## config.mk

```make
export PLATFORM = sky130hd
export DESIGN_NAME = option_decode
export DESIGN_NICKNAME = d
export VERILOG_FILES = /design/src/a2_host_pkg.sv /design/src/option_decode.sv
export SDC_FILE = /design/constraint.sdc
export NUM_CORES = 1
export LEC_CHECK = 0
export ABC_AREA = 1
export BUFFER_PORTS_ARGS = -buffer_cell sky130_fd_sc_hd__buf_2
export CELL_PAD_IN_SITES_DETAIL_PLACEMENT = 1
export CELL_PAD_IN_SITES_GLOBAL_PLACEMENT = 1
export CORE_MARGIN = 2
export CORE_UTILIZATION = 13
export DETAILED_ROUTE_END_ITERATION = 12
export PLACE_DENSITY = 0.83
export SLEW_MARGIN = 0
export SYNTH_ARGS = -nofsm -noshare
export SYNTH_HDL_FRONTEND = slang
export SYNTH_SLANG_ARGS = --single-unit
```

## constraint.sdc

```tcl
create_clock -name clk_sys -period 0.9 [get_ports clk_sys]
set_input_delay 0.045 -clock clk_sys [delete_from_list [all_inputs] [get_ports clk_sys]]
set_output_delay 0.045 -clock clk_sys [all_outputs]
set_load 0.005 [all_outputs]
```

## src/a2_host_pkg.sv

```systemverilog
//==================================================
// Shared types for the Apple II host glue
// Option word layout, display and effect enums,
// video config, game port and memory request structs
//==================================================

package a2_host_pkg;

	// ==================================================
	// Fixed widths
	// ==================================================

	// Core memory address, covers main and aux space
	localparam int RAM_ADDR_W = 18;
	// Aux bank is 64K, indexed by the low address bits
	localparam int AUX_ADDR_W = 16;

	// ==================================================
	// Host option word
	// ==================================================

	// Declared from the top bit down
	// Bit 0 (cold reset) sits inside reserved_0
	typedef struct packed {
		logic [9:0] reserved_hi;
		logic [2:0] display;
		logic       paddle_y;
		logic       paddle_x;
		logic       pixel_normal;
		logic [1:0] scale;
		logic [1:0] aspect;
		logic [2:0] fx;
		logic [1:0] stereo_mix;
		logic       analog_swap;
		logic       cpu_65c02;
		logic       mb_disable;
		logic [3:0] reserved_0;
	} a2_status_t;

	// Display menu codes, offset by one from the menu index
	// Code zero is plain colour with no text colour
	typedef enum logic [2:0] {
		DISP_COLOR1 = 3'd1,
		DISP_COLOR2 = 3'd2,
		DISP_BW     = 3'd3,
		DISP_GREEN  = 3'd4,
		DISP_AMBER  = 3'd5
	} display_e;

	// Scandoubler effect menu
	typedef enum logic [2:0] {
		FX_NONE  = 3'd0,
		FX_HQ2X  = 3'd1,
		FX_CRT25 = 3'd2,
		FX_CRT50 = 3'd3,
		FX_CRT75 = 3'd4
	} fx_e;

	// ==================================================
	// Decoded settings and core-side bundles
	// ==================================================

	// Video settings handed to the scaler side
	typedef struct packed {
		logic [1:0]  screen_mode;
		logic        text_color;
		logic [1:0]  scanlines;
		logic        hq2x;
		logic        scandoubler;
		logic [11:0] arx;
		logic [11:0] ary;
	} video_cfg_t;

	// Game port as seen by the core
	typedef struct packed {
		logic [5:0]  joy_dig;
		logic [15:0] joy_an;
	} game_port_t;

	// Byte-wide memory request from the core
	typedef struct packed {
		logic [RAM_ADDR_W-1:0] addr;
		logic [7:0]            din;
		logic                  we;
		logic                  aux;
	} ram_req_t;

	// Hard-disk sequencer states
	typedef enum logic {
		HDD_IDLE = 1'b0,
		HDD_XFER = 1'b1
	} hdd_state_e;

endpackage

```

## src/option_decode.sv

```systemverilog
//==================================================
// Option word decode to video settings
// Pixel clock enable divider, two rates
//==================================================

`timescale 1ns/10ps

module option_decode (
	input  logic                    clk_sys,
	input  logic                    dd_reset,
	input  a2_host_pkg::a2_status_t status,
	input  logic                    forced_scandoubler,
	output a2_host_pkg::video_cfg_t video_cfg,
	output logic                    ce_pix
);

	a2_host_pkg::display_e disp_code;
	a2_host_pkg::fx_e      fx_code;
	// Effect code minus one gives the scanline depth
	logic [2:0]            fx_minus_one;
	// Free-running pixel divider
	logic [2:0]            pix_div;

	assign disp_code    = a2_host_pkg::display_e'(status.display);
	assign fx_code      = a2_host_pkg::fx_e'(status.fx);
	assign fx_minus_one = status.fx - 3'd1;

	// ==================================================
	// Settings decode
	// ==================================================
	always_comb begin
		// Plain colour unless a mono display is picked
		video_cfg.screen_mode = 2'd0;
		video_cfg.text_color  = 1'b0;
		case (disp_code)
			a2_host_pkg::DISP_COLOR1: video_cfg.text_color  = 1'b1;
			a2_host_pkg::DISP_COLOR2: video_cfg.screen_mode = 2'd0;
			a2_host_pkg::DISP_BW:     video_cfg.screen_mode = 2'd1;
			a2_host_pkg::DISP_GREEN:  video_cfg.screen_mode = 2'd2;
			a2_host_pkg::DISP_AMBER:  video_cfg.screen_mode = 2'd3;
			default:                  video_cfg.screen_mode = 2'd0;
		endcase

		// Scanlines start at HQ2x with zero depth
		if (fx_code == a2_host_pkg::FX_NONE) begin
			video_cfg.scanlines = 2'd0;
		end else begin
			video_cfg.scanlines = fx_minus_one[1:0];
		end
		video_cfg.hq2x        = (fx_code == a2_host_pkg::FX_HQ2X);
		// Any effect needs the doubler, the host may also force it
		video_cfg.scandoubler = (fx_code != a2_host_pkg::FX_NONE) | forced_scandoubler;

		// Original aspect is 4:3
		// Other choices pass the preset index with a zero height
		if (status.aspect == 2'd0) begin
			video_cfg.arx = 12'd4;
			video_cfg.ary = 12'd3;
		end else begin
			video_cfg.arx = {10'd0, status.aspect - 2'd1};
			video_cfg.ary = 12'd0;
		end
	end

	// ==================================================
	// Pixel enable
	// ==================================================
	// Normal rate pulses once per 8 clocks, double rate once per 4
	always_ff @(posedge clk_sys) begin
		if (dd_reset) begin
			pix_div <= 3'd0;
			ce_pix  <= 1'b0;
		end else begin
			pix_div <= pix_div + 3'd1;
			ce_pix  <= status.pixel_normal ? (&pix_div) : (&pix_div[1:0]);
		end
	end

endmodule

```

## Word level (Yosys, flattened, before mapping)

Cells that the tools add are included.

- Reductions and logical operators: 5
- Equal/unequal tests: 5
- Add/sub/neg operators: 3
- Mux-type cells: 5
- Bitwise gates (word level): 1

Operator list:

| operator | number |
|---|---|
| 15-bit 2-to-1 mux | 1 |
| 3-bit by 1-bit == test with 1-bit output, second input constant | 2 |
| 3-bit == test, second input constant | 2 |
| 2-bit case mux with 3 select lines | 1 |
| 2-bit by 1-bit subtractor with 2-bit output, second input constant | 2 |
| 3-bit by 1-bit adder with 3-bit output, second input constant | 1 |
| 3-bit by 2-bit == test with 1-bit output, second input constant | 1 |
| 3-bit logical NOT | 1 |
| 3-bit AND reduction | 1 |
| 3-bit nonzero test | 1 |
| 2-bit logical NOT | 1 |
| 1-bit 2-to-1 mux | 2 |
| 2-bit 2-to-1 mux | 1 |
| 2-bit AND reduction | 1 |
| 1-bit OR | 1 |

- Input bits: 35
- Register bits: 4
- Output and inout port bits: 32

## Longest topological paths before layout

- Depth after elaboration: 2
- Mapped depth: 4

## Worst setup path before layout

No wires, ideal clock.

- Kind: register to register
- Start point: register pix_div[0]
- End point: register pix_div[2]
- Arrival time: 819 ps
- Stages on the path, launching flop included: 5
- Clock period less this slack: 929 ps
- Library setup time: 109 ps
- Data required time: 791 ps
- Setup slack: -29 ps
- Cell sequence: dfxtp_1 ha_1 ha_1 inv_1 nor2_1

- Longest elaborated chain between the ends: 1

RTL lines:

| element | RTL line | source |
|---|---|---|
| from (decl) | option_decode.sv:22 | `logic [2:0] pix_div;` |
| from (signal assigned) | option_decode.sv:74 | `pix_div <= pix_div + 3'd1;` |
| 3-bit by 1-bit adder with 3-bit output | option_decode.sv:74 |  |

No other way between the ends.
A chain may end at the register's enable or synchronous reset.

## Worst setup path after layout

Same ends and word-level chain as after synthesis.

==> flow_summary.json <==
{
  "status": "finished with violations",
  "violations": "negative setup slack",
  "yosysMostFrequentCell": "buf_4",
  "cp_max_fo": 2,
  "netlist_top_cells_count": "buf_4, nor2_1, inv_1",
  "die_x_um": 59.6,
  "clkSinkCount": 4,
  "finalCritPeriodShare_pct": 102,
  "cts_buffers": 3,
  "yosysWarningCount": 0,
  "ys_seq_area_share_pct": 19.9,
  "rrSetupSlack_ns": -0.02,
  "min_path_type": "input pin to register",
  "fin_skew_ns": 0.00768,
  "synth.largest_area_cell": "buf_4",
  "drv_slew": 0,
  "ctsHoldBuffers": 0,
  "htreeDepth": 1,
  "gp_congestion": 0.619,
  "cp.arrival_ns": 1.10,
  "startpoint_type": "register",
  "muxShareOfSynthArea_pct": 0,
  "max_stage_delay_ns": 0.33,
  "worstPathRequired_ns": 1.07,
  "grt_pass1_wl_mm": 1.20,
  "r2r-end": "pix_div[2]",
  "drt_iter0_markers": 14,
  "dp_hpwl_um": 654,
  "syn_area_per_cell_sq_um": 6.69,
  "drt_first_pass_iters": 4,
  "core_area_sq_mm": 0.00300,
  "drive_gt1_share_pct": 43.5,
  "fin_total_pwr_uw": 590,
  "routed_wl_um": 863,
  "grt_overflow": 0,
  "ys_ff_latch": 4,
  "synth_top_area_share_pct": 39.3,
  "ioPinCount": 67,
  "worst-path-stages": 4,
  "antenna_found_initial": 0,
  "cp_common_cell": "ha_4",
  "numPortBuffers": 24,
  "cts_tree": "built",
  "clock-root-buffer": "clkbuf_4",
  "path_delay_family": "adder cells",
  "crit_chain": "ha_4 > ha_4 > inv_2 > nor2_2",
  "crit_path_top_delay_cell": "dfxtp_2",
  "async_flop_share_pct": 0,
  "min_period_ns": 0.921,
  "path_class": "register to register",
  "die-area_sq_mm": 0.00355,
  "drc": 0,
  "hold_viol": 0,
  "drtAntennaViolNets": 0,
  "rsz0062_at_grt": "true",
  "post-route-util_pct": 17.8,
  "r2r-start": "pix_div[0]",
  "via_per_inst": 3.14,
  "layout.cells.non_filler": 118,
  "fin_nets": 124,
  "endpoint_kind": "register",
  "synth_edf_count": 0,
  "synthSimpleGateAreaFrac_pct": 20.6,
  "n_antenna_cell": 0,
  "ys_types": 13,
  "synthTopCellsByArea": "buf_4, dfxtp_1, nor2_1",
  "clock_path_buffers": 2,
  "critPathLaunch": "pix_div[0]",
  "grt_pass1_vias": 327,
  "via_count": 370,
  "netlist_instances": 60,
  "finalSetupViolCount": 1,
  "placed_cells": 114,
  "synth_compound_area_share_pct": 3.74,
  "clkLatencyLatePin_ns": 0.24,
  "synth_top_family_by_area": "buffers and inverters",
  "max_freq_mhz": 1090,
  "syn2layout_area_growth_pct": 33.3,
  "yosys_most_used_dff": "dfxtp_1",
  "r2r_cells": 4,
  "cap_violations": 0,
  "crit_path_end": "pix_div[2]",
  "layout_setup_ws_ns": -0.0213,
  "grt.total_usage_pct": 4.55,
  "leakagePower_nw": 0.329,
  "synth_xor_area_share_pct": 0,
  "synth_fa_ha_area_share_pct": 6.23,
  "clk_pin_slew_ns": 0.04,
  "initial_core_util_pct": 13.4,
  "grt_max_degree": 5,
  "syn_area_sq_um": 402,
  "post_drt_wl_per_cell_um": 7.31,
  "vdd_drop_max_uv": 198,
  "die_h_um": 59.6,
  "powerDensity_mw_per_mm2": 1100,
  "dp_slack_ns": -0.0248,
  "num_rows": 20,
  "critPathBufInv": 1
}
## final cells by class
cell class,instances,area [sq um]
multi-input cells,43,224
inverters,10,37.5
clock buffers,3,22.5
well taps,33,41.3
flip-flops and latches,4,82.6
repair buffers,25,128
fillers,391,2470
## cell families (layout without fill, tap and decap cells)
kind of cell	count (synthesis)	after routing
buf+inv	31	38
simple gates	19	19
flops	4	4
compound gates	3	3
fa+ha+maj	2	2
other cells	1	19
## cells in the final DEF (no fill, tap or decap), types with 3 or more instances in the layout
| cell | count |
|---|---|
| buf_2 | 24 |
| clkbuf_4 | 3 |
| nand2_1 | 5 |
| nor2_1 | 9 |
| conb_1 | 19 |
| inv_1 | 8 |
## flip-flops by register name, indices dropped and copies added (netlist names)
register and count:
pix_div 3, ce_pix 1
## routing by layer
metal,global-route usage [%],routed length (um),vias to the layer above
met5,0,0,-
met4,2.86,0,0
met3,1.31,103,0
met2,8.63,466,27
met1,4.17,294,155
li1,-,-,188
## power by group
group          total [mW]  switching, mW  leakage (nW)  internal, mW
Combinational       0.158         0.0865         0.282        0.0715
Clock               0.229         0.0791        0.0138         0.150
Sequential          0.203        0.00977        0.0335         0.193
## through the flow
| step | TNS, ns | hold WS [ns] | area [sq um] |
|---|---|---|---|
| 2_1_floorplan | 0 | 0.112 | 472 |
| 3_5_place_dp | -0.0301 | 0.256 | 475 |
| 5_1_grt | -0.0462 | 0.0220 | 536 |
| 6_report | -0.0213 | 0.0188 | 536 |
| 4_1_cts | 0 | 0.00150 | 522 |
| 3_3_place_gp | -0.0208 | 0.251 | 475 |
## how the worst min path moves through the flow
| stage | start | to | slack (ns) | depth (start not counted) |
|---|---|---|---|---|
| floorplan | dd_reset | pix_div[0] | 0.11 | 1 |
| global placement | dd_reset | pix_div[0] | 0.25 | 2 |
| detailed placement | dd_reset | pix_div[2] | 0.26 | 2 |
| CTS | dd_reset | pix_div[0] | 0.002 | 2 |
| global route | dd_reset | pix_div[2] | 0.02 | 2 |
| finish | dd_reset | pix_div[2] | 0.02 | 2 |
## timing repair
action / in CTS / in global routing
buffers inserted: 0 / 1
pin swaps: 0 / 4
endpoints found under the hold margin: 0 / 0
setup endpoints to repair: 2 / 2
gates resized for setup: 3 / 4
No activity file was read; power rests on OpenSTA's default activity.
