[src/a2_host_pkg.sv]
//==================================================
// Shared types for the Apple II host glue
// Option word layout, display and effect enums,
// video config, game port and memory request structs
//==================================================

package a2_host_pkg;

	// ==================================================
	// Fixed widths
	// ==================================================

	// Core memory address, covers main and aux space
	localparam int RAM_ADDR_W = 18;
	// Aux bank is 64K, indexed by the low address bits
	localparam int AUX_ADDR_W = 16;

	// ==================================================
	// Host option word
	// ==================================================

	// Declared from the top bit down
	// Bit 0 (cold reset) sits inside reserved_0
	typedef struct packed {
		logic [9:0] reserved_hi;
		logic [2:0] display;
		logic       paddle_y;
		logic       paddle_x;
		logic       pixel_normal;
		logic [1:0] scale;
		logic [1:0] aspect;
		logic [2:0] fx;
		logic [1:0] stereo_mix;
		logic       analog_swap;
		logic       cpu_65c02;
		logic       mb_disable;
		logic [3:0] reserved_0;
	} a2_status_t;

	// Display menu codes, offset by one from the menu index
	// Code zero is plain colour with no text colour
	typedef enum logic [2:0] {
		DISP_COLOR1 = 3'd1,
		DISP_COLOR2 = 3'd2,
		DISP_BW     = 3'd3,
		DISP_GREEN  = 3'd4,
		DISP_AMBER  = 3'd5
	} display_e;

	// Scandoubler effect menu
	typedef enum logic [2:0] {
		FX_NONE  = 3'd0,
		FX_HQ2X  = 3'd1,
		FX_CRT25 = 3'd2,
		FX_CRT50 = 3'd3,
		FX_CRT75 = 3'd4
	} fx_e;

	// ==================================================
	// Decoded settings and core-side bundles
	// ==================================================

	// Video settings handed to the scaler side
	typedef struct packed {
		logic [1:0]  screen_mode;
		logic        text_color;
		logic [1:0]  scanlines;
		logic        hq2x;
		logic        scandoubler;
		logic [11:0] arx;
		logic [11:0] ary;
	} video_cfg_t;

	// Game port as seen by the core
	typedef struct packed {
		logic [5:0]  joy_dig;
		logic [15:0] joy_an;
	} game_port_t;

	// Byte-wide memory request from the core
	typedef struct packed {
		logic [RAM_ADDR_W-1:0] addr;
		logic [7:0]            din;
		logic                  we;
		logic                  aux;
	} ram_req_t;

	// Hard-disk sequencer states
	typedef enum logic {
		HDD_IDLE = 1'b0,
		HDD_XFER = 1'b1
	} hdd_state_e;

endpackage

[src/hdd_request.sv]
//==================================================
// Hard-disk sector request sequencer with CPU wait
// Image mount and write-protect latches
//==================================================

`timescale 1ns/10ps

module hdd_request (
	input  logic        clk_sys,
	input  logic        dd_reset,
	input  logic        hdd_read,
	input  logic        hdd_write,
	input  logic        sd_ack,
	input  logic        img_mounted,
	input  logic [63:0] img_size,
	input  logic        img_readonly,
	output logic        sd_rd,
	output logic        sd_wr,
	output logic        cpu_wait,
	output logic        hdd_mounted,
	output logic        hdd_protect
);

	a2_host_pkg::hdd_state_e state;

	// Sticky request flags, set by core pulses
	logic read_pending;
	logic write_pending;
	// Previous acknowledge for edge detection
	logic ack_d;
	logic ack_rise;
	logic ack_fall;

	assign ack_rise = ~ack_d & sd_ack;
	assign ack_fall = ack_d & ~sd_ack;

	// ==================================================
	// Request sequencer
	// ==================================================
	// Idle waits for a pending request and raises the host strobe
	// Xfer drops the strobe on ack rise, releases the CPU on ack fall
	always_ff @(posedge clk_sys) begin
		if (dd_reset) begin
			state         <= a2_host_pkg::HDD_IDLE;
			read_pending  <= 1'b0;
			write_pending <= 1'b0;
			ack_d         <= 1'b0;
			sd_rd         <= 1'b0;
			sd_wr         <= 1'b0;
			cpu_wait      <= 1'b0;
		end else begin
			ack_d         <= sd_ack;
			read_pending  <= read_pending | hdd_read;
			write_pending <= write_pending | hdd_write;

			case (state)
				a2_host_pkg::HDD_IDLE: begin
					if (read_pending | write_pending) begin
						state    <= a2_host_pkg::HDD_XFER;
						sd_rd    <= read_pending;
						sd_wr    <= write_pending;
						cpu_wait <= 1'b1;
					end
				end
				a2_host_pkg::HDD_XFER: begin
					if (ack_rise) begin
						// Host took the request
						// Flags not issued with it wait for the next round
						read_pending  <= (read_pending & ~sd_rd) | hdd_read;
						write_pending <= (write_pending & ~sd_wr) | hdd_write;
						sd_rd         <= 1'b0;
						sd_wr         <= 1'b0;
					end else if (ack_fall) begin
						state    <= a2_host_pkg::HDD_IDLE;
						cpu_wait <= 1'b0;
					end
				end
				default: state <= a2_host_pkg::HDD_IDLE;
			endcase
		end
	end

	// ==================================================
	// Image status
	// ==================================================
	// Zero size means the image was ejected
	always_ff @(posedge clk_sys) begin
		if (dd_reset) begin
			hdd_mounted <= 1'b0;
			hdd_protect <= 1'b0;
		end else if (img_mounted) begin
			hdd_mounted <= (img_size != 64'd0);
			hdd_protect <= img_readonly;
		end
	end

endmodule

[config.mk]
export PLATFORM = sky130hd
export DESIGN_NAME = hdd_request
export DESIGN_NICKNAME = d
export VERILOG_FILES = /design/src/a2_host_pkg.sv /design/src/hdd_request.sv
export SDC_FILE = /design/constraint.sdc
export NUM_CORES = 1
export LEC_CHECK = 0
export ABC_AREA = 1
export BUFFER_PORTS_ARGS = -buffer_cell sky130_fd_sc_hd__clkbuf_2
export CAP_MARGIN = 25
export CORE_MARGIN = 10
export CORE_UTILIZATION = 32
export DETAILED_ROUTE_END_ITERATION = 8
export MAX_ROUTING_LAYER = met4
export PLACE_DENSITY = 0.84
export SLEW_MARGIN = 20
export SYNTH_ARGS = -nofsm -noshare
export SYNTH_HDL_FRONTEND = slang
export SYNTH_SLANG_ARGS = --single-unit
[constraint.sdc]
create_clock -name clk_sys -period 1.5 [get_ports clk_sys]
set_input_delay 0.075 -clock clk_sys [delete_from_list [all_inputs] [get_ports clk_sys]]
set_output_delay 0.075 -clock clk_sys [all_outputs]
set_load 0.01 [all_outputs]
Word-level counts from Yosys, hierarchy flattened. Index checks and enable logic that the tools add are counted.

Output and inout port bits: 5. Logic and storage cells: 47. Input bits: 71. Bits in registers: 9.

Multiplexer cells: 17. Reduce and logical (&&, ||, !) cells: 3. Bitwise gates (word level): 14. Equality and inequality tests: 4.

Operator list (number): nonzero test 64 bit (1); 2-to-1 mux 1 bit (13); case mux 1 bit (2 select lines) (4); NOT 1 bit (5); OR 1 bit (5); bitwise AND 1 bit (4); inequality test 2 x 1 -> 1 bit (second input constant) (2); inequality test 2 bit (second input constant) (2); AND reduction 3 bit (1); AND reduction 2 bit (1).

Longest topological paths before layout.
Word-level depth: 5. Gate-level depth with buffers: 8. Mapped depth without buffers: 8.

Worst setup path before layout. No wires, ideal clock.

Path type: flip-flop to flip-flop. From: reg state. To: reg sd_rd. Arrival: 0.746 ns. Path buffers: 0. Required time: 1.430 ns. Slack: 0.684 ns. Clock period less this slack: 0.816 ns. Library setup time: 0.070 ns. Stages on the path, launching flop included: 7. Cell sequence: dfxtp_1 inv_1 nand2_1 nand2_1 inv_1 nand3_1 a21oi_1.

Cells in the longest elaborated chain, start to end: 3. Elaborated cells on any way between the ends: 5. Those cells by class: 2 x eq/ne; 1 x mux; 1 x bitwise; 1 x reduce/logical.

RTL lines: from (decl) (line hdd_request.sv:24) `a2_host_pkg::hdd_state_e state;`; from (signal assigned) (line hdd_request.sv:44) `state <= a2_host_pkg::HDD_IDLE;`; from (signal assigned) (line hdd_request.sv:59) `state <= a2_host_pkg::HDD_XFER;`; from (signal assigned) (line hdd_request.sv:74) `state <= a2_host_pkg::HDD_IDLE;`; NOT 1 bit; inequality test 2 bit (no source line); AND reduction 2 bit (no source line); to (signal assigned) (line hdd_request.sv:60) `sd_rd <= read_pending;`; to (decl) (line hdd_request.sv:17) `output logic sd_rd,`.

Parallel ways exist; a longest one is shown, timed or not. A chain may end at the register's enable or synchronous reset.

Worst setup path after layout. Same ends and word-level chain as after synthesis.

==> key figures <==
Place
  – Post-DP HPWL: 2238 um
  – Placed instance area: 948.4 um2
  – GPL Wtd Cong: 0.7228
  – I/O Buffers: 75

Logic synthesis
  – Synthesized area per cell: 5.483 um2
  – Syn nets: 173
  – Synth Instances: 102
  – Largest family of logic cells by synthesized area: simple AND/OR/NAND/NOR gates
  – Post-synthesis adder-cell area fraction: 0%
  – Sequential share of the synthesized area: 32.21%
  – Post-synthesis compound-gate area fraction: 9.396%
  – Unique masters post-synth: 11
  – Post-synthesis mux area share: 0%
  – Synthesized cell area: 559.3 um2
  – Post-Synth XOR/XNOR Area: 0%
  – Yosys warnings: 0
  – #FFs+latches synth: 9
  – Synth Area in Simple Gates: 50.34%

Clock network
  – Clock Sinks: 9
  – Postcts setup bufs: 0
  – CTS tree: yes
  – H-tree levels: 1
  – CTS root buf: clkbuf_4
  – Hold Buf Count CTS: 0
  – Resized Gates After CTS: 0
  – CTS Buffer Depth: 2
  – CTS clock-pin slew for the worst setup and hold paths: 0.06 ns
  – CTS Buf Count: 3
  – Skew-Pair Late Insertion Delay: 0.26 ns

Critical path
  – Worst Setup Path Type: reg -> reg
  – Crit path launch type: register
  – Flop-to-flop setup slack: 0.54 ns
  – Crit-path max FO: 4
  – R2R depth: 6
  – Worst setup path start: state$_SDFF_PP0_
  – CP Capture Type: register
  – Worst R2R End: sd_rd$_SDFFE_PP0P_
  – WP data arrival: 1.16 ns
  – WP data required: 1.69 ns
  – RR Startpoint: state$_SDFF_PP0_

Global route
  – First-pass GRT wire length: 3601 um
  – Initial antenna violation count: 0
  – Pin count of the biggest net entering global routing: 10
  – Vias in the first global route: 888
  – Gr ovfl total: 0
  – Total Routing Usage GR: 12.27%

Timing
  – Hold Vio Cnt, Final: 0
  – Fin Clk Skew: 0.007668 ns
  – Crit path time final: 0.9643 ns
  – F_max: 1037 MHz
  – Slew @ Worst Pin: 0.2715 ns
  – Final setup violation count: 0
  – Period utilisation layout: 64.29%
  – Final Slew Violations: 0
  – RSZ-0062 raised after global routing: false
  – Max_slew headroom: 81.71%
  – Final setup TNS: 0 ns
  – Hold WS: 0.03326 ns

Final layout
  – Layout net count: 252
  – Fraction of layout instances using a drive strength above 1: 43.33%
  – N_diodes: 0
  – Final Util: 57.70%
  – Area growth syn-to-layout: 74.27%
  – Final instance area: 974.7 um2

Drt
  – Number of routed nets with antenna violations: 0
  – DRT Wirelength: 2425 um
  – First-pass iteration count of the detailed router: 4
  – DR iter-0 viols: 17
  – Routed length on met1: 863 um
  – Uppermost layer routed: met3
  – Via Count: 851
  – Met3 wire length: 244 um
  – Remaining DRCs: 0
  – Wirelength per Cell: 12.31 um
  – Via/cell ratio: 4.320
  – Met2 wire length: 1316 um

Pwr
  – Leakage power total: 0.5579 nW
  – Clock network power share: 29.2%
  – Total power: 0.0006270 W
  – Switching Power: 0.0001682 W
  – Sw Ratio: 26.82%
  – P_int: 0.0004588 W
  – Logic pwr share: 27.7%
  – Power per cell area: 643.3 nW/um2
  – Reg power frac: 43.1%
  – VDD IR max: 0.0003564 V

Job
  – Max Cap Viol: 0

Die
  – Die height: 61.81 um
  – Die Wd: 61.81 um
  – Initial Utilization: 33.11%
  – I/O Pins: 76
  – Die Area: 3820 um2
  – Core Region: 1689 um2
  – FP Rows: 15

Run status
  – Status: finished clean

Worst hold path
  – HP Start: hdd_read
  – Worst hold endpoint: read_pending$_SDFF_PP0_
  – Hold Crit Class: in -> reg
  – Hold path cells: 3
-- cell families after synthesis --
group           after synthesis
flops                         9
buf+inv                      11
simple gates                 72
compound gates               10
-- cells in the mapped netlist (all sizes together) --
| cell type | count | area (um2) |
|---|---|---|
| buf | 1 | 7.510 |
| nand3 | 5 | 25.02 |
| dfxtp | 9 | 180.2 |
| a211oi | 1 | 7.510 |
| a21oi | 6 | 30.03 |
| nand4 | 1 | 6.260 |
| o21ai | 3 | 15.01 |
| nor2 | 44 | 165.2 |
| inv | 10 | 37.54 |
| nand2 | 21 | 78.83 |
| or3 | 1 | 6.260 |
-- metal layers --
layer,global-route usage (%),up-vias
li1,-,472
met1,10.50,339
met2,25.92,40
met3,2.439,0
met4,2.866,0
met5,-,-
-- final cells by class --
class,instances,area (um2)
fill,177,714.4
inverter,10,37.54
multi-input combinational,82,334.1
tap,17,21.27
clock buffer,4,26.28
sequential,9,180.2
timing repair buffer,75,375.4
-- registers in the layout (all words and copies together) (netlist names) --
signal / count
hdd_mounted: 1
state: 1
sd_rd: 1
ack_d: 1
sd_wr: 1
cpu_wait: 1
read_pending: 1
write_pending: 1
hdd_protect: 1
-- worst max-delay path: stages, from the launching register on --
cell and delay, ns:
dfxtp_1 0.37, inv_1 0.07, nand2_1 0.07, nand2_1 0.08
inv_1 0.11, nand3_1 0.09, a21oi_1 0.12
-- cell usage in the layout (no fill, tap or decap), drive strengths merged --
| cell | n |
|---|---|
| or3 | 1 |
| clkbuf | 79 |
| a21oi | 6 |
| a211oi | 1 |
| nor2 | 44 |
| nand4 | 1 |
| o21ai | 3 |
| inv | 10 |
| dfxtp | 9 |
| nand3 | 5 |
| nand2 | 21 |
-- power by group through the flow --
stage	clock, W	sequential, W	combinational (W)
finish	0.000183	0.000271	0.000174
global route	0.000200	0.000274	0.000196
CTS	0.000188	0.000271	0.000176
detailed placement	0	0.000275	0.000173
global placement	0	0.000275	0.000167
floorplan	0	0.000279	0.0000597
-- worst max-delay path by stage --
stage | endpoint | slack, ns | cells after the start
after floorplan | sd_rd$_SDFFE_PP0P_ | 0.68 | 6
after global placement | hdd_mounted$_SDFFE_PP0P_ | 0.62 | 6
after detailed placement | sd_rd$_SDFFE_PP0P_ | 0.57 | 6
after CTS | sd_rd$_SDFFE_PP0P_ | 0.54 | 6
after global routing | sd_rd$_SDFFE_PP0P_ | 0.41 | 6
final | sd_rd$_SDFFE_PP0P_ | 0.54 | 6
-- per-stage QoR --
| step | std cells | worst slack [ns] |
|---|---|---|
| floorplan | 102 | 0.6841 |
| global placement | 193 | 0.6174 |
| detailed placement | 193 | 0.5692 |
| CTS | 197 | 0.5407 |
| global route | 197 | 0.4087 |
| finish | 197 | 0.5357 |
(Power assumes the default switching activity.)
