--- config.mk ---
export PLATFORM = sky130hd
export DESIGN_NAME = joystick_map
export DESIGN_NICKNAME = d
export VERILOG_FILES = /design/src/a2_host_pkg.sv /design/src/joystick_map.sv
export SDC_FILE = /design/constraint.sdc
export NUM_CORES = 1
export LEC_CHECK = 0
export BUFFER_PORTS_ARGS = -buffer_cell sky130_fd_sc_hd__buf_2
export CORE_MARGIN = 2
export CORE_UTILIZATION = 25
export DETAILED_ROUTE_END_ITERATION = 7
export PLACE_DENSITY = 0.8
export SETUP_SLACK_MARGIN = 0.4
export SYNTH_ARGS = -nofsm -noshare
export SYNTH_HDL_FRONTEND = slang
export SYNTH_SLANG_ARGS = --single-unit
--- constraint.sdc ---
create_clock -name vclk -period 0.8
set_clock_uncertainty 0.05 [all_clocks]
set_input_delay 0.12 -clock vclk [all_inputs]
set_output_delay 0.12 -clock vclk [all_outputs]
set_load 0.005 [all_outputs]
--- src/a2_host_pkg.sv ---
//==================================================
// Shared types for the Apple II host glue
// Option word layout, display and effect enums,
// video config, game port and memory request structs
//==================================================

package a2_host_pkg;

	// ==================================================
	// Fixed widths
	// ==================================================

	// Core memory address, covers main and aux space
	localparam int RAM_ADDR_W = 18;
	// Aux bank is 64K, indexed by the low address bits
	localparam int AUX_ADDR_W = 16;

	// ==================================================
	// Host option word
	// ==================================================

	// Declared from the top bit down
	// Bit 0 (cold reset) sits inside reserved_0
	typedef struct packed {
		logic [9:0] reserved_hi;
		logic [2:0] display;
		logic       paddle_y;
		logic       paddle_x;
		logic       pixel_normal;
		logic [1:0] scale;
		logic [1:0] aspect;
		logic [2:0] fx;
		logic [1:0] stereo_mix;
		logic       analog_swap;
		logic       cpu_65c02;
		logic       mb_disable;
		logic [3:0] reserved_0;
	} a2_status_t;

	// Display menu codes, offset by one from the menu index
	// Code zero is plain colour with no text colour
	typedef enum logic [2:0] {
		DISP_COLOR1 = 3'd1,
		DISP_COLOR2 = 3'd2,
		DISP_BW     = 3'd3,
		DISP_GREEN  = 3'd4,
		DISP_AMBER  = 3'd5
	} display_e;

	// Scandoubler effect menu
	typedef enum logic [2:0] {
		FX_NONE  = 3'd0,
		FX_HQ2X  = 3'd1,
		FX_CRT25 = 3'd2,
		FX_CRT50 = 3'd3,
		FX_CRT75 = 3'd4
	} fx_e;

	// ==================================================
	// Decoded settings and core-side bundles
	// ==================================================

	// Video settings handed to the scaler side
	typedef struct packed {
		logic [1:0]  screen_mode;
		logic        text_color;
		logic [1:0]  scanlines;
		logic        hq2x;
		logic        scandoubler;
		logic [11:0] arx;
		logic [11:0] ary;
	} video_cfg_t;

	// Game port as seen by the core
	typedef struct packed {
		logic [5:0]  joy_dig;
		logic [15:0] joy_an;
	} game_port_t;

	// Byte-wide memory request from the core
	typedef struct packed {
		logic [RAM_ADDR_W-1:0] addr;
		logic [7:0]            din;
		logic                  we;
		logic                  aux;
	} ram_req_t;

	// Hard-disk sequencer states
	typedef enum logic {
		HDD_IDLE = 1'b0,
		HDD_XFER = 1'b1
	} hdd_state_e;

endpackage

--- src/joystick_map.sv ---
//==================================================
// Game port mapping
// Analog axis swap, paddle override, direction mask
//==================================================

`timescale 1ns/10ps

module joystick_map (
	input  a2_host_pkg::a2_status_t status,
	input  logic [15:0]             joystick_0,
	input  logic [15:0]             joystick_a0,
	input  logic [7:0]              paddle_0,
	output a2_host_pkg::game_port_t game_port
);

	// Paddle with the sign bit flipped to match the axis range
	logic [7:0]  paddle_adj;
	// Axes after the optional byte swap
	logic [15:0] axes;
	// Set when an axis has no analog deflection
	logic        x_idle;
	logic        y_idle;

	assign paddle_adj = {~paddle_0[7], paddle_0[6:0]};

	// Host sends Y:X, core wants X:Y by default
	assign axes = status.analog_swap ? joystick_a0
	                                 : {joystick_a0[7:0], joystick_a0[15:8]};

	// ==================================================
	// Analog axes
	// ==================================================
	// High byte is X, low byte is Y
	assign game_port.joy_an[15:8] = status.paddle_x ? paddle_adj : axes[15:8];
	assign game_port.joy_an[7:0]  = status.paddle_y ? paddle_adj : axes[7:0];

	// ==================================================
	// Digital inputs
	// ==================================================
	// Idle check uses the stick, not the paddle substitute
	assign x_idle = ~|axes[15:8];
	assign y_idle = ~|axes[7:0];

	// Bits 5:4 fire buttons, 3:2 up/down, 1:0 left/right
	// A moved analog axis silences its digital pair
	assign game_port.joy_dig = joystick_0[5:0] & {2'b11, {2{y_idle}}, {2{x_idle}}};

endmodule

Yosys cells after proc, flatten, opt, wreduce, memory -nomap -nowiden
Index checks and enable logic that the tools add are counted.

Word-level logic and storage cells: 9. Output and inout bits: 22. Bits in registers: 0. Input bits: 72.

Reduce and logical (&&, ||, !) cells: 4. Bitwise gates (word level): 2. Muxes and demuxes: 3.

Operator list (count): $mux W16 (1); $mux W8 (2); $reduce_or A8 Y1 (2); $and A6 B6 Y6 (1); $logic_not A1 Y1 (2); $not A1 Y1 (1).

Logic depth before layout (Yosys ltp)
Gate-level depths: netlist of the first run.

Word-level depth: 4. Depth in mapped cells: 4. Depth with buffers taken out: 3.

Least setup slack after synthesis of the first run
OpenSTA, ideal clock, no wires.

Path type: input -> output. From: input port status[6] (netlist bit). To: output port game_port[18] (netlist bit). Arrival time: 0.697 ns. Required time: 0.630 ns. Stages: 4. Buffers on the path: 2. Path slack: -0.067 ns. Path through: buf_6 > buf_12 > a32oi_2 > nor3b_1.

RTL lines: from (decl) (RTL line joystick_map.sv:9) `input a2_host_pkg::a2_status_t status,`; to (decl) (RTL line joystick_map.sv:13) `output a2_host_pkg::game_port_t game_port`.

==> results of run 1 <==
==> final cells by class <==
cell class | instances | share of cell area
inverter | 4 | 0.0120
multi-input combinational | 64 | 0.425
tap | 27 | 0.0269
timing repair buffer | 79 | 0.536
==> metal layers <==
layer  routed length [µm]  GRT usage
met3                  130    0.00920
met4                   27     0.0381
met1                  761      0.198
met5                    0          0
met2                 1140      0.324
==> layout by cell type, fill, tap and decap left out <==
| cell type | instances |
|---|---|
| nor3b_2 | 4 |
| mux2i_1 | 12 |
| nor2b_1 | 1 |
| buf_12 | 6 |
| nor2b_4 | 1 |
| a32oi_4 | 1 |
| mux2i_2 | 2 |
| buf_8 | 5 |
| a21oi_1 | 2 |
| o21ai_1 | 14 |
| buf_4 | 17 |
| a211oi_2 | 2 |
| nor2_2 | 1 |
| buf_6 | 8 |
| buf_2 | 41 |
| a32oi_2 | 3 |
| buf_16 | 2 |
| inv_1 | 4 |
| nand2_1 | 14 |
| nor3_4 | 4 |
| nor2_1 | 3 |
==> kinds of logic (layout without fill, tap and decap cells) <==
kind of cell / after synthesis / count (layout)
AOI/OAI and AO/OA: 22 / 22
buffers and inverters: 11 / 83
muxes: 14 / 14
and+or+nand+nor: 28 / 28
==> worst max path at each step <==
stage / from / to / slack, ps / depth (start not counted)
2_1_floorplan: joystick_a0[9] / game_port[16] / -50 / 3
3_3_place_gp: joystick_a0[9] / game_port[17] / -330 / 5
3_5_place_dp: joystick_a0[5] / game_port[18] / -350 / 5
4_1_cts: joystick_a0[15] / game_port[16] / -330 / 5
5_1_grt: joystick_a0[5] / game_port[18] / -360 / 5
6_report: joystick_a0[5] / game_port[18] / -310 / 5
==> worst max-delay path, cell delays in order <==
cell and delay, ps:
buf_8 100, nor3_4 230, a32oi_2 170, nor3b_2 190, buf_2 130
==> Yosys cell counts <==
cell type and n:
a211oi_1 2, a21oi_1 2, a32oi_1 3, a32oi_2 1, buf_12 1, buf_4 2
buf_6 1, buf_8 1, clkbuf_1 2, inv_1 4, mux2i_1 14, nand2_1 14
nor2_1 4, nor2b_1 2, nor3_1 2, nor3_4 2, nor3b_1 4, o21ai_0 11
o21ai_1 3
==> stage by stage <==
step                      hold WS (ps)  area (µm²)   util  setup WS [ps]
after floorplan                    245         617      -          -48.7
after global placement             190        1020  0.526           -330
after detailed placement           190        1020  0.526           -346
after CTS                          190        1210  0.625           -334
after global routing               190        1260  0.647           -361
final                              190        1260  0.647           -307
==> what timing repair did <==
item / CTS / global route
cloned: 2 / 0
setup endpoints to repair: 20 / 20
setup buffers: 4 / 2
hold buffers: 0 / 0
resized for setup: 30 / 8
pin swaps: 12 / 13
==> power by group through the flow <==
stage / registers [mW] / clock network, mW / logic [mW]
2_1_floorplan: 0 / 0 / 0.240
3_3_place_gp: 0 / 0 / 0.498
3_5_place_dp: 0 / 0 / 0.518
4_1_cts: 0 / 0 / 0.629
5_1_grt: 0 / 0 / 0.701
6_report: 0 / 0 / 0.651
==> impl_metrics.py, run 1 <==
metrics = {
    "synthesis": {
        "synth_area_leader_cell": "mux2i_1",
        "synthAdderAreaFrac": 0,
        "yosys.area_share.xor_xnor": 0,
        "ys_seq_area_frac": 0,
        "netlist_area_um2": 514,
        "yosysTopAreaCellShare": 0.273,
        "ys_types": 19,
        "synth_compound_area_frac": 0.268,
        "synthCells": 75,
        "synth-simple-area-share": 0.297,
        "synth_top_family_by_area": "simple AND/OR/NAND/NOR gates",
        "ys_top_cells_by_area": "mux2i_1 (27%), o21ai_0 (11%), nand2_1 (10%)",
        "ys_warn_count": 0,
        "synth_area_per_cell_um2": 6.86,
        "synth_nets": 147,
        "muxShareOfSynthArea": 0.273,
    },
    "sta": {
        "period_share": 1.38,
        "tns_ps": -4060,
        "fin_ws_ps": -307,
        "rsz0062_at_grt": "true",
        "setup_violations": 20,
        "timing.fmax_ghz": 0.903,
        "hold_viol_final": 0,
        "drv_slew": 0,
        "fin_crit_ps": 1110,
        "worst_pin_slew_ps": 237,
        "slew_headroom": 0.841,
    },
    "cells_and_area": {
        "drive_above_1_share": 0.660,
        "multi_input_area_um2": 534,
        "finalNonFillerCells": 174,
        "final.fill_count": 170,
        "syn_to_final_growth_pct": 144,
        "seq_cells": 0,
        "antenna_cells": 0,
        "nets": 221,
        "n_clock_buffer": 0,
        "seq_area_um2": 0,
    },
    "power": {
        "seqPwrFrac": 0,
        "p_leak_nw": 0.633,
        "switching_share": 0.402,
        "pwr-share-comb": 1.000,
        "ir_drop_mv": 0.355,
        "internal-power_mw": 0.389,
        "power_density_mw_per_mm2": 518,
        "power.total_mw": 0.651,
        "p_sw_mw": 0.262,
        "clock_power_share": 0,
    },
    "run_status": {
        "failed_checks": "negative setup slack",
        "outcome": "finished, violations left",
    },
    "setup_path": {
        "crit_type": "input pin to output pin",
        "start_kind": "input pin",
        "crit_arrival_ps": 940,
        "required_ps": 630,
        "critPathMaxFanout": 2,
        "crit_path_end_kind": "output pin",
    },
    "die": {
        "fp-row-count": 16,
        "dieArea_mm2": 0.00244,
        "die_width_um": 49.4,
        "core_area_mm2": 0.00194,
        "die_h_um": 49.4,
        "start_util": 0.265,
        "io_pins": 94,
    },
    "hold_path": {
        "hold_path_class": "input pin to output pin",
        "min_from": "joystick_0[4]",
        "hold_end": "game_port[20]",
        "whs_path_depth": 0,
    },
    "placed_design": {
        "dp_hpwl_um": 1630,
        "gp_routability_congestion": 0.679,
        "port_buffers": 51,
        "dpl.cell_count": 166,
    },
    "grt": {
        "grt_remaining_overflow": 0,
        "grt_pass1_vias": 788,
        "track_usage": 0.168,
        "grt_first_pass_wirelength_um": 3390,
        "antenna_found_initial": 0,
        "grt_start_max_net_pins": 9,
    },
    "detailed_routing": {
        "firstDrtPassIters": 4,
        "drt_iter0_drc": 7,
        "drc_errors": 0,
        "drt-vias-per-instance": 4.72,
        "drt-total-wl_um": 2060,
        "ant_nets": 0,
        "num_vias": 822,
        "avgRoutedWirePerCell_um": 11.8,
    },
    "job": {
        "drv_cap": 0,
    },
}
Note: power is estimated with default switching activity, not from simulation.
==> run 2, diff against run 1 <==
--- a/config.mk
+++ b/config.mk
@@ -6,7 +6,7 @@
 export NUM_CORES = 1
 export LEC_CHECK = 0
 export BUFFER_PORTS_ARGS = -buffer_cell sky130_fd_sc_hd__buf_2
-export CORE_MARGIN = 2
+export CORE_MARGIN = 4
 export CORE_UTILIZATION = 25
 export DETAILED_ROUTE_END_ITERATION = 7
 export PLACE_DENSITY = 0.8
==> impl_metrics.py, run 2 (synthesized netlist as in run 1, its figures left out) <==
metrics = {
    "cells_and_area": {
        "antenna_cells": 0,
        "layout_common_cells": "buf_2 (42), nand2_1 (14), o21ai_1 (14), buf_4 (14), mux2i_1 (13)",
        "layout_commonest_cell": "buf_2",
        "n_clock_buffer": 0,
        "nets": 218,
        "final.fill_count": 198,
        "drive_above_1_share": 0.646,
        "syn_to_final_growth_pct": 138,
        "seq_area_um2": 0,
        "seq_cells": 0,
    },
    "detailed_routing": {
        "top_layer": "met3",
        "met1_length_um": 744,
        "drt_iter0_drc": 0,
        "met3WireLength_um": 123,
        "firstDrtPassIters": 1,
        "wl_met2_um": 1140,
        "drt-vias-per-instance": 4.63,
        "num_vias": 792,
        "drt-total-wl_um": 2010,
        "ant_nets": 0,
        "drc_errors": 0,
        "avgRoutedWirePerCell_um": 11.7,
    },
    "sta": {
        "holdWs_ps": 190,
        "setup_violations": 20,
        "fin_ws_ps": -316,
        "worst_pin_slew_ps": 262,
        "hold_viol_final": 0,
        "drv_slew": 0,
        "period_share": 1.39,
        "slew_headroom": 0.825,
        "rsz0062_at_grt": "true",
        "timing.fmax_ghz": 0.896,
        "fin_crit_ps": 1120,
    },
    "power": {
        "p_leak_nw": 0.612,
        "ir_drop_mv": 0.335,
        "power_density_mw_per_mm2": 512,
        "pwr-share-comb": 1.000,
        "p_sw_mw": 0.257,
        "internal-power_mw": 0.372,
        "switching_share": 0.409,
        "clock_power_share": 0,
        "seqPwrFrac": 0,
    },
    "setup_path": {
        "required_ps": 630,
        "start_kind": "input pin",
        "critPathMaxFanout": 2,
        "crit_path_end_kind": "output pin",
        "crit_type": "input pin to output pin",
        "crit_arrival_ps": 950,
    },
    "run_status": {
        "failed_checks": "negative setup slack",
        "outcome": "finished, violations left",
    },
    "die": {
        "core_area_mm2": 0.00196,
        "start_util": 0.262,
        "die_h_um": 53.4,
        "die_width_um": 53.4,
        "io_pins": 94,
        "dieArea_mm2": 0.00285,
        "fp-row-count": 16,
    },
    "placed_design": {
        "port_buffers": 51,
        "dp_hpwl_um": 1650,
        "post-place-ws_ps": -373,
        "gp_routability_congestion": 0.713,
    },
    "clocking": {
        "ctsHoldBuffers": 0,
    },
    "grt": {
        "grt_pass1_vias": 713,
        "grt_start_max_net_pins": 9,
        "grt_first_pass_wirelength_um": 3160,
        "antenna_found_initial": 0,
        "track_usage": 0.142,
        "grt_remaining_overflow": 0,
    },
    "hold_path": {
        "hold_path_class": "input pin to output pin",
    },
    "job": {
        "drv_cap": 0,
    },
}
## run 2: critical path, stage by stage
cell and delay [ps]:
buf_6 100, nor3_4 230, a32oi_2 160, nor3b_2 200, buf_2 130
## run 2: metrics by stage
stage | setup TNS, ps | cell area, µm² | total power, mW | cells | utilization
2_1_floorplan | -162 | 617 | 0.240 | 75 | -
3_3_place_gp | -4020 | 986 | 0.481 | 163 | 0.503
3_5_place_dp | -4480 | 986 | 0.498 | 163 | 0.503
4_1_cts | -4310 | 1170 | 0.604 | 169 | 0.597
5_1_grt | -5500 | 1230 | 0.681 | 171 | 0.625
6_report | -4420 | 1230 | 0.628 | 171 | 0.625
## run 2: power by group through the flow
stage	Sequential, mW	Clock [mW]	Combinational [mW]
finish	0	0	0.628
global route	0	0	0.681
global placement	0	0	0.481
CTS	0	0	0.604
floorplan	0	0	0.240
detailed placement	0	0	0.498
## run 2: final cells by class
type	instances	area, µm²	share of cell area
Multi-Input combinational cell	64	542	0.442
Inverter	4	15.0	0.0122
Timing Repair Buffer	76	636	0.518
Tap cell	27	33.8	0.0276
## run 2: routing by layer
metal | track usage | vias to the layer above
met4 | 0 | 0
met2 | 0.286 | 28
met1 | 0.169 | 355
met3 | 0.00845 | 0
li1 | - | 409
met5 | 0 | -
## run 2: final timing paths
path / slack (ps) / end / startpoint / cells after the start
max: -320 / game_port[18] / joystick_a0[4] / 5
min: 190 / game_port[21] / joystick_0[5] / 0
## run 2: timing repair
item,CTS,global route
endpoints found under the setup margin,20,20
resized for setup,28,9
buffers inserted,4,2
pin swaps,14,12
cloned,2,0
==> run 3, diff against run 2 <==
==> config.mk (replaced) <==
export PLATFORM = sky130hd
export DESIGN_NAME = joystick_map
export DESIGN_NICKNAME = d
export VERILOG_FILES = /design/src/a2_host_pkg.sv /design/src/joystick_map.sv
export SDC_FILE = /design/constraint.sdc
export NUM_CORES = 1
export LEC_CHECK = 0
export CORE_AREA = 4 4 41 43
export DETAILED_ROUTE_END_ITERATION = 7
export DIE_AREA = 0 0 45 47
export DONT_BUFFER_PORTS = 1
export SETUP_SLACK_MARGIN = 0.4
export SYNTH_ARGS = -nofsm -noshare
export SYNTH_HDL_FRONTEND = slang
export SYNTH_SLANG_ARGS = --single-unit
==> impl_metrics.py, run 3 (synthesized netlist as in run 1, its figures left out) <==
metrics = {
    "cells_and_area": {
        "nets": 143,
        "layout_commonest_cell": "nand2_1",
        "syn_to_final_growth_pct": 20.7,
        "layout_common_cells": "nand2_1 (14), o21ai_1 (12), mux2i_1 (10)",
        "final_area_um2": 621,
        "n_clock_buffer": 0,
        "drive_above_1_share": 0.362,
        "seq_cells": 0,
        "antenna_cells": 0,
        "seq_area_um2": 0,
        "finalNonFillerCells": 84,
    },
    "sta": {
        "period_share": 1.12,
        "drv_slew": 0,
        "tns_ps": -340,
        "slew_headroom": 0.845,
        "hold_viol_final": 0,
        "fin_crit_ps": 897,
        "fin_ws_ps": -96.5,
        "rsz0062_at_grt": "true",
        "timing.fmax_ghz": 1.12,
        "setup_violations": 4,
        "worst_pin_slew_ps": 233,
    },
    "grt": {
        "grt_remaining_overflow": 0,
        "grt_start_max_net_pins": 27,
        "track_usage": 0.129,
        "grt_first_pass_wirelength_um": 2130,
        "antenna_found_initial": 0,
        "grt_pass1_vias": 538,
    },
    "hold_path": {
        "hold_path_class": "input pin to output pin",
        "hold_end": "game_port[20]",
        "whs_path_depth": 0,
        "min_from": "joystick_0[4]",
    },
    "die": {
        "fp-row-count": 13,
        "die_width_um": 45,
        "io_pins": 94,
        "dieArea_mm2": 0.00212,
        "core_area_mm2": 0.00130,
        "start_util": 0.395,
        "die_h_um": 47,
    },
    "power": {
        "power.total_mw": 0.215,
        "power_density_mw_per_mm2": 346,
        "p_leak_nw": 0.225,
        "ir_drop_mv": 0.176,
    },
    "placed_design": {
        "port_buffers": 0,
        "dp_hpwl_um": 1160,
        "dpl_cell_area_um2": 551,
        "gp_routability_congestion": 0.654,
        "dpl.cell_count": 83,
    },
    "setup_path": {
        "required_ps": 630,
        "critPathMaxFanout": 3,
        "crit_path_end_kind": "output pin",
        "start_kind": "input pin",
        "crit_arrival_ps": 730,
        "crit_type": "input pin to output pin",
    },
    "clocking": {
        "ctsHoldBuffers": 0,
    },
    "detailed_routing": {
        "num_vias": 523,
        "drc_errors": 0,
        "drt-total-wl_um": 1480,
        "ant_nets": 0,
        "drt-vias-per-instance": 6.23,
        "avgRoutedWirePerCell_um": 17.6,
        "firstDrtPassIters": 4,
        "drt_iter0_drc": 1,
    },
    "run_status": {
        "outcome": "finished, violations left",
        "failed_checks": "negative setup slack",
    },
    "job": {
        "drv_cap": 0,
    },
}
-- run 3: how the worst max path moves through the flow --
stage | start | to | cells after the start
floorplan | joystick_a0[9] | game_port[16] | 3
detailed placement | joystick_a0[9] | game_port[16] | 3
finish | joystick_a0[15] | game_port[19] | 4
CTS | joystick_a0[15] | game_port[19] | 4
global placement | joystick_a0[9] | game_port[16] | 3
global route | joystick_a0[15] | game_port[19] | 4
-- run 3: per-stage QoR --
step                hold slack (ps)  worst slack [ps]   util
global placement                190              -106  0.423
global route                    190              -154  0.477
detailed placement              190              -107  0.423
floorplan                       245             -48.7      -
finish                          190             -96.5  0.477
CTS                             190             -97.4  0.446
-- run 3: routing by layer --
metal  track usage  wire length, µm
met1         0.136              520
met4             0                0
met5             0                0
met2         0.274              796
met3        0.0268              163
-- run 3: what timing repair did --
| action | CTS | global route |
|---|---|---|
| resized for setup | 6 | 8 |
| pin swaps | 5 | 4 |
| buffers inserted | 1 | 0 |
| setup endpoints to repair | 20 | 20 |
-- run 3: area by class of cell --
type,instances,area [µm²]
fill,149,681
multi-input combinational,64,579
timing repair buffer,1,7.51
tap,15,18.8
inverter,4,15.0
-- run 3: power by group --
group / switching (mW) / total (mW) / internal, mW / leakage, nW
Sequential: 0 / 0 / 0 / 0
Combinational: 0.0898 / 0.215 / 0.125 / 0.225
Clock: 0 / 0 / 0 / 0
-- run 3: critical path: stages --
cell and delay [ps]:
nor3_4 200, buf_4 150, a32oi_4 60, nor3b_2 200
